==> src/logic/rv_pkg.sv <==
// Shared RV32I encodings, ALU and writeback codes and the instruction word views for the pipeline
package rv_pkg;

	// Data and address width
	localparam int XLEN = 32;
	// Register number width
	localparam int RF_ADDR_W = 5;

	// Opcodes kept in the subset
	localparam logic [6:0] OP_R     = 7'b0110011;
	localparam logic [6:0] OP_IMM   = 7'b0010011;
	localparam logic [6:0] OP_LOAD  = 7'b0000011;
	localparam logic [6:0] OP_STORE = 7'b0100011;
	localparam logic [6:0] OP_LUI   = 7'b0110111;

	// Funct3 values of the ALU group
	localparam logic [2:0] F3_ADD_SUB = 3'b000;
	localparam logic [2:0] F3_SLL     = 3'b001;
	localparam logic [2:0] F3_SLT     = 3'b010;
	localparam logic [2:0] F3_XOR     = 3'b100;
	localparam logic [2:0] F3_SRL     = 3'b101;
	localparam logic [2:0] F3_OR      = 3'b110;
	localparam logic [2:0] F3_AND     = 3'b111;
	// Funct7 that turns add into sub
	localparam logic [6:0] F7_SUB = 7'b0100000;

	// ALU operation codes, produced in decode
	localparam int ALU_OP_W = 4;
	localparam logic [ALU_OP_W-1:0] ALU_ADD = 4'd0;
	localparam logic [ALU_OP_W-1:0] ALU_SUB = 4'd1;
	localparam logic [ALU_OP_W-1:0] ALU_AND = 4'd2;
	localparam logic [ALU_OP_W-1:0] ALU_OR  = 4'd3;
	localparam logic [ALU_OP_W-1:0] ALU_XOR = 4'd4;
	localparam logic [ALU_OP_W-1:0] ALU_SLT = 4'd5;
	localparam logic [ALU_OP_W-1:0] ALU_SLL = 4'd6;
	localparam logic [ALU_OP_W-1:0] ALU_SRL = 4'd7;

	// Writeback source select
	localparam int WB_SEL_W = 2;
	localparam logic [WB_SEL_W-1:0] WB_ALU = 2'd0;
	localparam logic [WB_SEL_W-1:0] WB_MEM = 2'd1;
	localparam logic [WB_SEL_W-1:0] WB_IMM = 2'd2;

	// R format view, used for register fields
	typedef struct packed {
		logic [6:0] funct7;
		logic [4:0] rs2;
		logic [4:0] rs1;
		logic [2:0] funct3;
		logic [4:0] rd;
		logic [6:0] opcode;
	} r_fmt_t;

	// I/S format view, used for immediate fields
	typedef struct packed {
		logic [6:0] imm_hi;
		logic [4:0] rs2_or_imm_lo;
		logic [4:0] rs1;
		logic [2:0] funct3;
		logic [4:0] rd_or_imm_lo;
		logic [6:0] opcode;
	} is_fmt_t;

	// Same instruction word, two decodings
	typedef union packed {
		r_fmt_t  r_view;
		is_fmt_t is_view;
	} instr_u;

endpackage

==> src/logic/pipe_ifs.sv <==
// Stage to stage bundles of the pipeline, one interface per boundary with a modport per side
`timescale 1ns/1ps

// IF/ID register contents plus the stall level back to fetch
interface fd_if;
	import rv_pkg::*;

	logic            valid;
	logic [XLEN-1:0] pc;
	logic [XLEN-1:0] instr;
	// Load-use hold, driven by decode
	logic            stall;

	modport fetch (output valid, pc, instr, input stall);
	modport decode (input valid, pc, instr, output stall);
endinterface

// ID/EX register contents
interface de_if;
	import rv_pkg::*;

	logic                 valid;
	logic [XLEN-1:0]      pc;
	logic [RF_ADDR_W-1:0] rs1;
	logic [RF_ADDR_W-1:0] rs2;
	logic [RF_ADDR_W-1:0] rd;
	logic [XLEN-1:0]      rs1_val;
	logic [XLEN-1:0]      rs2_val;
	logic [XLEN-1:0]      imm;
	logic [ALU_OP_W-1:0]  alu_op;
	// ALU operand B from the immediate
	logic                 use_imm;
	logic                 mem_read;
	logic                 mem_write;
	logic                 reg_write;
	logic [WB_SEL_W-1:0]  wb_sel;

	modport decode (output valid, pc, rs1, rs2, rd, rs1_val, rs2_val, imm, alu_op,
		use_imm, mem_read, mem_write, reg_write, wb_sel);
	modport execute (input valid, pc, rs1, rs2, rd, rs1_val, rs2_val, imm, alu_op,
		use_imm, mem_read, mem_write, reg_write, wb_sel);
endinterface

// EX/MEM register contents
interface em_if;
	import rv_pkg::*;

	logic                 valid;
	logic [RF_ADDR_W-1:0] rd;
	logic [XLEN-1:0]      alu_result;
	logic [XLEN-1:0]      store_data;
	// Kept for lui writeback
	logic [XLEN-1:0]      imm;
	logic                 mem_read;
	logic                 mem_write;
	logic                 reg_write;
	logic [WB_SEL_W-1:0]  wb_sel;

	modport execute (output valid, rd, alu_result, store_data, imm, mem_read, mem_write,
		reg_write, wb_sel);
	modport memory (input valid, rd, alu_result, store_data, imm, mem_read, mem_write,
		reg_write, wb_sel);
endinterface

// MEM/WB register contents, already qualified for a real register write
interface wb_if;
	import rv_pkg::*;

	logic                 valid;
	logic [RF_ADDR_W-1:0] rd;
	logic [XLEN-1:0]      data;

	modport memory (output valid, rd, data);
	modport decode (input valid, rd, data);
	modport execute (input valid, rd, data);
endinterface

==> src/logic/decode_stage.sv <==
// Decode stage with register file, immediates, control decode, load-use stall and ID/EX register
`timescale 1ns/1ps

module decode_stage (
	input  logic i_clk,
	input  logic i_rst_n,
	fd_if.decode fd,
	de_if.decode de,
	wb_if.decode wb
);
	import rv_pkg::*;

	instr_u               ins;
	logic [6:0]           opcode;
	logic [RF_ADDR_W-1:0] rs1;
	logic [RF_ADDR_W-1:0] rs2;
	logic [RF_ADDR_W-1:0] rd;
	logic [XLEN-1:0]      imm_i;
	logic [XLEN-1:0]      imm_s;
	logic [XLEN-1:0]      imm_u;
	logic [XLEN-1:0]      imm;
	logic [XLEN-1:0]      rs1_val;
	logic [XLEN-1:0]      rs2_val;
	logic [ALU_OP_W-1:0]  alu_op;
	logic                 use_imm;
	logic                 mem_read;
	logic                 mem_write;
	logic                 reg_write;
	logic [WB_SEL_W-1:0]  wb_sel;
	logic                 uses_rs1;
	logic                 uses_rs2;
	logic                 bubble;
	logic [XLEN-1:0]      regs [32];

	// ALU function from funct3, sub only for register form
	function automatic logic [ALU_OP_W-1:0] alu_decode(input logic [2:0] f3, input logic sub);
		logic [ALU_OP_W-1:0] op;
		case (f3)
			F3_ADD_SUB: op = sub ? ALU_SUB : ALU_ADD;
			F3_SLL:     op = ALU_SLL;
			F3_SLT:     op = ALU_SLT;
			F3_XOR:     op = ALU_XOR;
			F3_SRL:     op = ALU_SRL;
			F3_OR:      op = ALU_OR;
			F3_AND:     op = ALU_AND;
			default:    op = ALU_ADD;
		endcase
		return op;
	endfunction

	// Register fields through the R view
	assign ins    = fd.instr;
	assign opcode = ins.r_view.opcode;
	assign rs1    = ins.r_view.rs1;
	assign rs2    = ins.r_view.rs2;
	assign rd     = ins.r_view.rd;

	// Immediates through the I/S view
	assign imm_i = {{20{ins.is_view.imm_hi[6]}}, ins.is_view.imm_hi, ins.is_view.rs2_or_imm_lo};
	assign imm_s = {{20{ins.is_view.imm_hi[6]}}, ins.is_view.imm_hi, ins.is_view.rd_or_imm_lo};
	assign imm_u = {ins.is_view.imm_hi, ins.is_view.rs2_or_imm_lo, ins.is_view.rs1,
		ins.is_view.funct3, 12'h000};

	// Control decode, unknown opcodes retire as no-ops
	always_comb begin
		alu_op    = ALU_ADD;
		use_imm   = 1'b0;
		mem_read  = 1'b0;
		mem_write = 1'b0;
		reg_write = 1'b0;
		wb_sel    = WB_ALU;
		imm       = imm_i;
		case (opcode)
			OP_R: begin
				reg_write = 1'b1;
				alu_op    = alu_decode(ins.r_view.funct3, ins.r_view.funct7 == F7_SUB);
			end
			OP_IMM: begin
				reg_write = 1'b1;
				use_imm   = 1'b1;
				alu_op    = alu_decode(ins.r_view.funct3, 1'b0);
			end
			OP_LOAD: begin
				reg_write = 1'b1;
				use_imm   = 1'b1;
				mem_read  = 1'b1;
				wb_sel    = WB_MEM;
			end
			OP_STORE: begin
				use_imm   = 1'b1;
				mem_write = 1'b1;
				imm       = imm_s;
			end
			OP_LUI: begin
				reg_write = 1'b1;
				wb_sel    = WB_IMM;
				imm       = imm_u;
			end
			default: begin
				reg_write = 1'b0;
			end
		endcase
	end

	// Register file, x0 stays zero since writeback never targets it
	always_ff @(posedge i_clk or negedge i_rst_n) begin
		if (!i_rst_n) begin
			for (int i = 0; i < 32; i++) begin
				regs[i] <= '0;
			end
		end else if (wb.valid) begin
			regs[wb.rd] <= wb.data;
		end
	end

	// Reads see a write landing on this same edge
	assign rs1_val = (rs1 == '0) ? '0 : (wb.valid && wb.rd == rs1) ? wb.data : regs[rs1];
	assign rs2_val = (rs2 == '0) ? '0 : (wb.valid && wb.rd == rs2) ? wb.data : regs[rs2];

	// Load-use check against the entry now in ID/EX
	assign uses_rs1 = (opcode != OP_LUI);
	assign uses_rs2 = (opcode == OP_R) || (opcode == OP_STORE);
	assign fd.stall = fd.valid && de.valid && de.mem_read && (de.rd != '0) &&
		((uses_rs1 && de.rd == rs1) || (uses_rs2 && de.rd == rs2));

	// Stall or empty IF/ID sends a bubble
	assign bubble = fd.stall || !fd.valid;

	// ID/EX control
	always_ff @(posedge i_clk or negedge i_rst_n) begin
		if (!i_rst_n) begin
			de.valid     <= 1'b0;
			de.mem_read  <= 1'b0;
			de.mem_write <= 1'b0;
			de.reg_write <= 1'b0;
		end else begin
			de.valid     <= !bubble;
			de.mem_read  <= !bubble && mem_read;
			de.mem_write <= !bubble && mem_write;
			de.reg_write <= !bubble && reg_write;
		end
	end

	// ID/EX payload
	always_ff @(posedge i_clk) begin
		de.pc      <= fd.pc;
		de.rs1     <= rs1;
		de.rs2     <= rs2;
		de.rd      <= rd;
		de.rs1_val <= rs1_val;
		de.rs2_val <= rs2_val;
		de.imm     <= imm;
		de.alu_op  <= alu_op;
		de.use_imm <= use_imm;
		de.wb_sel  <= wb_sel;
	end

	// Memory stage must filter x0 and non-writing instructions
	a_no_x0_write: assert property (@(posedge i_clk) disable iff (!i_rst_n)
		wb.valid |-> wb.rd != '0);

	// Only a load in ID/EX may hold the front end, and the hold lasts one cycle
	a_stall_on_load: assert property (@(posedge i_clk) disable iff (!i_rst_n)
		fd.stall |-> (de.wb_sel == WB_MEM && de.reg_write) ##1 !fd.stall);

endmodule

==> src/logic/execute_stage.sv <==
// Execute stage with operand forwarding, the ALU and the EX/MEM register
`timescale 1ns/1ps

module execute_stage (
	input  logic  i_clk,
	input  logic  i_rst_n,
	de_if.execute de,
	em_if.execute em,
	wb_if.execute wb
);
	import rv_pkg::*;

	logic [XLEN-1:0] em_fwd_val;
	logic            fwd_a_em;
	logic            fwd_a_wb;
	logic            fwd_b_em;
	logic            fwd_b_wb;
	logic [XLEN-1:0] src_a;
	logic [XLEN-1:0] fwd_b;
	logic [XLEN-1:0] src_b;
	logic [XLEN-1:0] alu_result;

	// Value the EX/MEM entry will write back, loads never reach here thanks to the stall
	assign em_fwd_val = (em.wb_sel == WB_IMM) ? em.imm : em.alu_result;

	// Match against EX/MEM, x0 excluded
	assign fwd_a_em = em.valid && em.reg_write && (em.rd != '0) && (em.rd == de.rs1);
	assign fwd_b_em = em.valid && em.reg_write && (em.rd != '0) && (em.rd == de.rs2);
	// Match against MEM/WB, already qualified upstream
	assign fwd_a_wb = wb.valid && (wb.rd == de.rs1);
	assign fwd_b_wb = wb.valid && (wb.rd == de.rs2);

	// Youngest writer wins
	assign src_a = fwd_a_em ? em_fwd_val : fwd_a_wb ? wb.data : de.rs1_val;
	assign fwd_b = fwd_b_em ? em_fwd_val : fwd_b_wb ? wb.data : de.rs2_val;
	// Immediate for I type, load and store addresses
	assign src_b = de.use_imm ? de.imm : fwd_b;

	always_comb begin
		case (de.alu_op)
			ALU_ADD: alu_result = src_a + src_b;
			ALU_SUB: alu_result = src_a - src_b;
			ALU_AND: alu_result = src_a & src_b;
			ALU_OR:  alu_result = src_a | src_b;
			ALU_XOR: alu_result = src_a ^ src_b;
			// Signed compare
			ALU_SLT: alu_result = {{(XLEN-1){1'b0}}, $signed(src_a) < $signed(src_b)};
			// Shift amount from the low five bits
			ALU_SLL: alu_result = src_a << src_b[4:0];
			ALU_SRL: alu_result = src_a >> src_b[4:0];
			default: alu_result = src_a + src_b;
		endcase
	end

	// EX/MEM control
	always_ff @(posedge i_clk or negedge i_rst_n) begin
		if (!i_rst_n) begin
			em.valid     <= 1'b0;
			em.mem_read  <= 1'b0;
			em.mem_write <= 1'b0;
			em.reg_write <= 1'b0;
		end else begin
			em.valid     <= de.valid;
			em.mem_read  <= de.mem_read;
			em.mem_write <= de.mem_write;
			em.reg_write <= de.reg_write;
		end
	end

	// EX/MEM payload, store data carries the forwarded rs2
	always_ff @(posedge i_clk) begin
		em.rd         <= de.rd;
		em.alu_result <= alu_result;
		em.store_data <= fwd_b;
		em.imm        <= de.imm;
		em.wb_sel     <= de.wb_sel;
	end

	// When both stages match, the winning EX/MEM entry is never a load still waiting on memory
	a_fwd_priority: assert property (@(posedge i_clk) disable iff (!i_rst_n)
		(de.valid && fwd_a_em && fwd_a_wb) |-> !em.mem_read)
		else $error("forwarding priority broken at pc %h", de.pc);

endmodule

==> src/logic/fetch_stage.sv <==
// Fetch stage holding the PC and the IF/ID register, fed by an external instruction source
`timescale 1ns/1ps

module fetch_stage #(
	parameter logic [rv_pkg::XLEN-1:0] RESET_PC = '0
) (
	input  logic                    i_clk,
	input  logic                    i_rst_n,
	input  logic [rv_pkg::XLEN-1:0] i_instr,
	output logic [rv_pkg::XLEN-1:0] o_pc,
	fd_if.fetch                     fd
);

	logic [rv_pkg::XLEN-1:0] pc;

	// PC advances one word unless decode holds it
	always_ff @(posedge i_clk or negedge i_rst_n) begin
		if (!i_rst_n) begin
			pc <= RESET_PC;
		end else if (!fd.stall) begin
			pc <= pc + 'd4;
		end
	end

	assign o_pc = pc;

	// IF/ID valid, set from the first edge after reset
	always_ff @(posedge i_clk or negedge i_rst_n) begin
		if (!i_rst_n) begin
			fd.valid <= 1'b0;
		end else if (!fd.stall) begin
			fd.valid <= 1'b1;
		end
	end

	// IF/ID payload, frozen during a stall
	always_ff @(posedge i_clk) begin
		if (!fd.stall) begin
			fd.pc    <= pc;
			fd.instr <= i_instr;
		end
	end

	// No branches in this core so fetch stays on word boundaries
	a_pc_aligned: assert property (@(posedge i_clk) disable iff (!i_rst_n) o_pc[1:0] == 2'b00);

endmodule

==> src/logic/memory_stage.sv <==
// Memory stage with the word data RAM, writeback select and the MEM/WB register
`timescale 1ns/1ps

module memory_stage #(
	parameter int DMEM_ADDR_W = 6
) (
	input  logic i_clk,
	input  logic i_rst_n,
	em_if.memory em,
	wb_if.memory wb
);
	import rv_pkg::*;

	logic [XLEN-1:0]        ram [2**DMEM_ADDR_W];
	logic [DMEM_ADDR_W-1:0] word_addr;
	logic [XLEN-1:0]        load_data;
	logic [XLEN-1:0]        wb_val;

	// Word index from the byte address
	assign word_addr = em.alu_result[DMEM_ADDR_W+1:2];

	// Synchronous write
	always_ff @(posedge i_clk) begin
		if (em.valid && em.mem_write) begin
			ram[word_addr] <= em.store_data;
		end
	end

	// Asynchronous read
	assign load_data = ram[word_addr];

	always_comb begin
		case (em.wb_sel)
			WB_MEM:  wb_val = load_data;
			WB_IMM:  wb_val = em.imm;
			default: wb_val = em.alu_result;
		endcase
	end

	// MEM/WB valid only for a real register write
	always_ff @(posedge i_clk or negedge i_rst_n) begin
		if (!i_rst_n) begin
			wb.valid <= 1'b0;
		end else begin
			wb.valid <= em.valid && em.reg_write && (em.rd != '0);
		end
	end

	// MEM/WB payload
	always_ff @(posedge i_clk) begin
		wb.rd   <= em.rd;
		wb.data <= wb_val;
	end

	// Only word accesses exist
	a_word_aligned: assert property (@(posedge i_clk) disable iff (!i_rst_n)
		(em.valid && (em.mem_read || em.mem_write)) |-> em.alu_result[1:0] == 2'b00);

endmodule

==> src/logic/risc_v_top.sv <==
// Top level of the five stage RV32I subset core, instruction supply and retire strobe on plain ports
`timescale 1ns/1ps

module risc_v_top #(
	parameter logic [rv_pkg::XLEN-1:0] RESET_PC    = '0,
	parameter int                      DMEM_ADDR_W = 6
) (
	input  logic                         i_clk,
	input  logic                         i_rst_n,
	// Instruction word for o_pc
	input  logic [rv_pkg::XLEN-1:0]      i_instr,
	output logic [rv_pkg::XLEN-1:0]      o_pc,
	// One pulse per retiring register write
	output logic                         o_wb_valid,
	output logic [rv_pkg::RF_ADDR_W-1:0] o_wb_rd,
	output logic [rv_pkg::XLEN-1:0]      o_wb_data
);

	fd_if fd_bus ();
	de_if de_bus ();
	em_if em_bus ();
	wb_if wb_bus ();

	fetch_stage #(.RESET_PC(RESET_PC)) fetch_stage_i (
		.i_clk   (i_clk),
		.i_rst_n (i_rst_n),
		.i_instr (i_instr),
		.o_pc    (o_pc),
		.fd      (fd_bus.fetch)
	);

	decode_stage decode_stage_i (
		.i_clk   (i_clk),
		.i_rst_n (i_rst_n),
		.fd      (fd_bus.decode),
		.de      (de_bus.decode),
		.wb      (wb_bus.decode)
	);

	execute_stage execute_stage_i (
		.i_clk   (i_clk),
		.i_rst_n (i_rst_n),
		.de      (de_bus.execute),
		.em      (em_bus.execute),
		.wb      (wb_bus.execute)
	);

	memory_stage #(.DMEM_ADDR_W(DMEM_ADDR_W)) memory_stage_i (
		.i_clk   (i_clk),
		.i_rst_n (i_rst_n),
		.em      (em_bus.memory),
		.wb      (wb_bus.memory)
	);

	// Retire strobe straight from MEM/WB
	assign o_wb_valid = wb_bus.valid;
	assign o_wb_rd    = wb_bus.rd;
	assign o_wb_data  = wb_bus.data;

endmodule

==> config.mk <==
export PLATFORM = sky130hd
export DESIGN_NAME = risc_v_top
export DESIGN_NICKNAME = d
export VERILOG_FILES = /design/src/logic/rv_pkg.sv /design/src/logic/pipe_ifs.sv /design/src/logic/decode_stage.sv /design/src/logic/execute_stage.sv /design/src/logic/fetch_stage.sv /design/src/logic/memory_stage.sv /design/src/logic/risc_v_top.sv
export SDC_FILE = /design/constraint.sdc
export NUM_CORES = 2
export LEC_CHECK = 0
export ABC_AREA = 0
export ABC_CLOCK_PERIOD_IN_PS = 7200
export BUFFER_PORTS_ARGS = -buffer_cell sky130_fd_sc_hd__buf_2
export CORE_ASPECT_RATIO = 1.2
export CORE_MARGIN = 3
export CORE_UTILIZATION = 35
export CTS_CLUSTER_DIAMETER = 40
export DETAILED_ROUTE_END_ITERATION = 8
export PLACE_DENSITY_LB_ADDON = 0.05
export SLEW_MARGIN = 20
export SYNTH_ARGS = -nofsm -noshare
export SYNTH_HDL_FRONTEND = slang
export SYNTH_SLANG_ARGS = --single-unit
==> constraint.sdc <==
create_clock -name i_clk -period 7.2 [get_ports i_clk]
set_input_delay 0.72 -clock i_clk [delete_from_list [all_inputs] [get_ports i_clk]]
set_output_delay 0.72 -clock i_clk [all_outputs]
set_load 0.05 [all_outputs]
# Yosys cells after proc, flatten, opt, wreduce, memory -nomap -nowiden
# Memories as Yosys holds them, arrays and structs flattened. A register that Yosys moved wholly into a read port is not among the register bits.
# Cells that the tools add are included.
# totals
reg_bits	1355
latch_bits	0
ramBits	2048
mem_bits_ro	0
output_inout_bits	70
memories	1
# op_classes
addsub	3
mul	0
n_div	0
n_lt_le_gt_ge	5
n_eq_ne	30
shift	2
mux	31
bitwise_logic	6
n_reduce_logical	31
# mem_list
memory	depth	width	read_ports	rd_ports_with_merged_regs	wr	line_no	source
memory_stage_i.ram	64	32	1	1	1	memory_stage.sv:14	logic [XLEN-1:0] ram [2**DMEM_ADDR_W];
# op_table
op	count
$bwmux 1024	1
$mux 32	13
$bmux 32 s5	2
$pmux 32 s7	1
$demux 32 s5	1
$pmux 32 s2	1
$pmux 31 s2	1
$eq 5x5->1	8
$add 32x3->32 const B	1
$add 32x32->32	1
$and 32x32->32	1
$lt 32x32->1	1
$or 32x32->32	1
$shl 32x5->32	1
$shr 32x5->32	1
$sub 32x32->32	1
$xor 32x32->32	1
$eq 7x6->1 const B	4
$pmux 4 s7	1
$logic_and 1x1->1	19
$ge 6x6->1 const B	3
$not 5->6	3
$pmux 3 s6	1
$eq 4x3->1 const B	4
other kinds (21)	36

# Logic depth before layout (Yosys ltp)
# depth
ltp_word	8
depth_mapped	24
mapped_depth_nobuf	20

# By module
# From an unflattened synthesis, not the netlist that was laid out.
# unflattened
hier_cells	10581
area_unflattened_um2	154797.2
# by_module_without_submodules
module	instances	cells_each	area_each_um2	seq_area_each_um2
memory_stage	1	4647	79937.9	62264.7
decode_stage	1	4125	59030.4	28707.5
execute_stage	1	1622	12499.5	2162.1
fetch_stage	1	187	3329.4	2637.5

# Worst setup path before layout
# No wires, ideal clock.
# synth_path
path_type	reg-to-reg
from	register execute_stage_i.em.rd[0]
to	register execute_stage_i.em.alu_result[28]
setup_ns	0.129
arrival_time_ns	5.449
t_required_ns	7.071
setup_slack_ns	1.622
path_stages_with_launch	23
path_buffers	5
period_less_slack_ns	5.578
cell_sequence	dfxtp_1 -> or4_4 -> o211ai_4 -> or2_1 -> clkbuf_1 -> a311o_1 -> and2_4 -> buf_2 -> buf_1 -> clkbuf_1 -> ha_1 -> clkbuf_1 -> nand2b_1 -> a221oi_1 -> a311o_1 -> nor4_1 -> o41ai_1 -> a21oi_1 -> o41ai_1 -> a2111oi_0 -> a211oi_1 -> xnor2_1 -> o21ai_0
# synth_via
elab_chain_len	7
# synth_rtl
item	line_no	source
start: declaration	pipe_ifs.sv:59	modport execute (output valid, rd, alu_result, store_data, imm, mem_read, mem_write,
$reduce_bool 5->1	execute_stage.sv:27, execute_stage.sv:28	
$logic_and 1x1->1	execute_stage.sv:27, execute_stage.sv:28	
$logic_and 1x1->1	execute_stage.sv:28	assign fwd_b_em = em.valid && em.reg_write && (em.rd != '0) && (em.rd == de.rs2);
$mux 32	execute_stage.sv:35	assign fwd_b = fwd_b_em ? em_fwd_val : fwd_b_wb ? wb.data : de.rs2_val;
$mux 32	execute_stage.sv:37	assign src_b = de.use_imm ? de.imm : fwd_b;
$add 32x32->32 (tied with other cells)	execute_stage.sv:41, execute_stage.sv:51	
$pmux 32 s7 *	execute_stage.sv:40	case (de.alu_op)
via execute_stage_i.alu_result[28]	execute_stage.sv:21	logic [XLEN-1:0] alu_result;
end: declaration	pipe_ifs.sv:59	
# The timed path passes the listed nets; every way through them passes the cells marked *.
# A chain may end at the register's enable or synchronous reset.

# Worst setup path after layout
# layout_path
from	register execute_stage_i.em.rd[4]
to	register execute_stage_i.em.alu_result[28]
# Same word-level chain as after synthesis.

==> run_results.csv <==
group,metric,value,unit
setup_path,crit_cells,18,
hold_path,hold_class,"input pin to async pin",
sta,slew_headroom,0.147,
run_status,status,"complete, no violations",
layout,drive_above_1_share,0.330,
floorplan,fp.dieH,717,um
yosys,ys_top_cells_by_count,"edfxtp_1 (2080), mux2_2 (1077), dfrtp_1 (1063)",
yosys,synth_ff_type,"edfxtp_1",
yosys,synth-seq-cells,3400,
layout,final_area,175000,sq um
sta,finalClockSkew,0.0507,ns
floorplan,initial_core_util,0.352,
pwr,p_leak,66.2,nW
yosys,yosysWarnings,0,
pwr,power_frac_comb,0.030,
setup_path,r2r_cells,18,
pwr,p_clk_frac,0.543,
cts,clock-sinks,3400,
yosys,synth-edff-count,2080,
sta,max_freq,0.150,GHz
yosys,yosys.area.top_type,"edfxtp_1",
place,routabilityCongestion,0.976,
setup_path,regToRegStartpoint,"execute_stage_i.em.rd[4]$_DFF_P_",
pwr,pwr-share-seq,0.427,
pwr,power_switching,10.7,mW
pwr,switching_share,0.221,
place,place_hpwl,363000,um
setup_path,crit_type,"register to register",
yosys,yosysMostFrequentCell,"edfxtp_1",
route,vias,91900,
route,drtIter0Drc,7971,
setup_path,crit_path_start_kind,"register",
yosys,synthTopCellsByArea,"edfxtp_1 (42%), dfrtp_1 (18%), mux4_2 (9.8%)",
sta,layout_min_cycle_time,6.65,ns
floorplan,coreArea,419000,sq um
cts,cts_tree,"yes",
setup_path,r2r_end,"execute_stage_i.em.alu_result[28]$_DFF_P_",
global_routing,grt_pass1_wl,809000,um
route,wl_met2,295000,um
yosys,synth_top_cell_area_share,0.423,
yosys,synth.yosys.seq_area_share,0.638,
setup_path,critPathMaxStageDelay,0.79,ns
pwr,power,48.4,mW
cts,root_buffer,"clkbuf_16",
setup_path,cp.arrival,7.53,ns
route,dr.pass1.iters,5,
setup_path,critPathSlowestCell,"a21oi_1",
cts,clk_latency,1.06,ns
global_routing,grt_max_degree,127,
sta,fin_crit_sh,0.924,
layout,nets,9810,
route,wl_per_cell,37.5,um
cts,clk_pin_slew,0.06,ns
setup_path,reg2reg_slack,0.55,ns
global_routing,antenna_found_initial,33,
route,drt-met1-wl,233000,um
route,viasPerCell,5.88,
setup_path,endpoint_kind,"register",
floorplan,ios,104,
global_routing,grt_usage,0.270,
yosys,syn_area,148000,sq um
place,numPortBuffers,101,
pwr,peakVddDrop,246,uV
setup_path,worstPathRequired,8.08,ns
route,wl,587000,um
pwr,power_density,276,nW/um^2
cts,htreeDepth,6,
floorplan,dieArea,430000,sq um
global_routing,grt_overflow_total,0,
route,drc,0,
setup_path,crit_family,"compound AO/OA/AOI/OAI gates",
yosys,synth_cell_type_count,94,
route,ant_nets,0,
sta,setup_tns,0,ns
yosys,avgSynthCellArea,15.7,sq um
setup_path,critPathMaxFanout,21,
sta,tightestPinTransition,1.27,ns
floorplan,die_width,599,um
place,pre_cts_slack,0.623,ns
setup_path,path_buf_inv,2,
sta,maxSlewViolCount,0,
sta,finalHoldViolCount,0,
floorplan,rows,260,
sta,setup_ws,0.546,ns
route,routed.top_layer,"met5",
sta,finalSetupViolCount,0,
cts,postCtsSetupRepairBufs,0,
layout,area_growth,18.7,%
run,maxCapViolCount,0,
sta,rsz0062_at_grt,"false",
cts,cts_made_buffers,528,
route,met3_length,25500,um
yosys,async_flop_share,0.313,
place,place_area,157000,sq um
yosys,synthCells,9396,
pwr,p_int,37.7,mW
global_routing,grt_pass1_vias,94400,
cts,cts_buffer_depth,4,
setup_path,crit_path_cell_trace,"xor2_1 -> or4_1 -> or2_2 -> buf_4 -> a21oi_1 -> ha_1 -> nor3_1 -> and3_1 -> a311o_1 -> nor4_1 -> o41ai_1 -> a21oi_1 -> o41ai_1 -> buf_4 -> a2111oi_0 -> a211oi_1 -> xnor2_1 -> o21ai_0",
worst register-to-register path: cells and delay by family (launching register included):
kind                     cells  cell delay [ns]
AO/OA/AOI/OAI                8             3.03
AND/OR/NAND/NOR              5             1.80
buffers and inverters        2             0.51
adder cells (fa/ha/maj)      1             0.48
flip-flops                   1             0.36
XOR/XNOR                     2             0.33
worst max-delay path by stage:
stage	startpoint	to	slack, ns
finish	execute_stage_i.em.rd[4]$_DFF_P_	execute_stage_i.em.alu_result[28]$_DFF_P_	0.55
global route	execute_stage_i.em.rd[4]$_DFF_P_	execute_stage_i.em.alu_result[28]$_DFF_P_	0.21
CTS	execute_stage_i.em.rd[4]$_DFF_P_	execute_stage_i.em.alu_result[28]$_DFF_P_	0.60
detailed placement	execute_stage_i.em.rd[4]$_DFF_P_	execute_stage_i.em.alu_result[28]$_DFF_P_	0.62
global placement	execute_stage_i.em.rd[4]$_DFF_P_	execute_stage_i.em.alu_result[28]$_DFF_P_	0.55
floorplan	execute_stage_i.em.rd[0]$_DFF_P_	execute_stage_i.em.alu_result[28]$_DFF_P_	1.62
cell type report:
| class | instances | area, sq um |
|---|---|---|
| timing repair buffer | 563 | 4570 |
| clock buffer | 649 | 14400 |
| sequential | 3400 | 94200 |
| antenna | 48 | 120 |
| clock inverter | 300 | 3730 |
| tap | 5502 | 6880 |
| inverter | 106 | 398 |
| fill | 37900 | 244000 |
| multi-input combinational | 5075 | 50900 |
routing by layer:
layer,track usage,up-vias
met4,0.134,8
met1,0.334,49800
li1,-,38400
met2,0.464,2811
met3,0.0344,933
met5,0,-
registers in the layout (all words and copies together) (netlist names), 30 cells and up:
register / count
fetch_stage_i.o_pc: 30
fetch_stage_i.fd.instr: 32
decode_stage_i.de.rs1_val: 32
memory_stage_i.ram: 2048
execute_stage_i.em.imm: 32
decode_stage_i.regs: 1024
decode_stage_i.de.rs2_val: 32
execute_stage_i.em.alu_result: 32
execute_stage_i.em.store_data: 32
memory_stage_i.wb.data: 32
decode_stage_i.de.imm: 32
power by group through the flow:
| stage | combinational, mW | sequential, mW | clock (mW) |
|---|---|---|---|
| final | 1.44 | 20.7 | 26.3 |
| after global routing | 1.52 | 20.7 | 27.6 |
| after CTS | 1.47 | 20.7 | 26.8 |
| after detailed placement | 1.45 | 21.1 | 0 |
| after global placement | 1.45 | 21.1 | 0 |
| after floorplan | 0.651 | 21.1 | 0 |
cell usage in the layout (no fill, tap or decap), drive strengths merged, types with 176 or more instances in the layout:
cell type and count:
a21oi 177, o21ai 176, mux4 643, a22o 182, a221oi 193, buf 530, dfrtp 1063, a31oi 217
mux2i 238, clkbuf 649, dfxtp 257, nor2 303, edfxtp 2080, a22oi 705, mux2 1079, nand2 231
kinds of logic after synthesis:
group / Yosys count / share of synthesized area
DFF: 3400 / 0.638
muxes: 1960 / 0.197
AOI/OAI and AO/OA: 1951 / 0.0959
and+or+nand+nor: 968 / 0.0311
buffers and inverters: 922 / 0.0240
adders and majority gates: 102 / 0.00875
xor gates and xnor gates: 91 / 0.00540
other: 2 / 0.0000509
per-stage QoR:
step                std cells  hold slack [ns]   util
CTS                     15600            0.285  0.418
detailed placement      14600            0.315  0.374
global route            15600            0.331  0.418
floorplan                9397            0.310      -
global placement        14600            0.313  0.374
finish                  15600            0.325  0.418
timing repair:
action                    CTS  global route
hold buffers               33             0
gates resized for setup     0             0
hold endpoints to repair  129             0
Note: power is estimated with default switching activity, not from simulation.
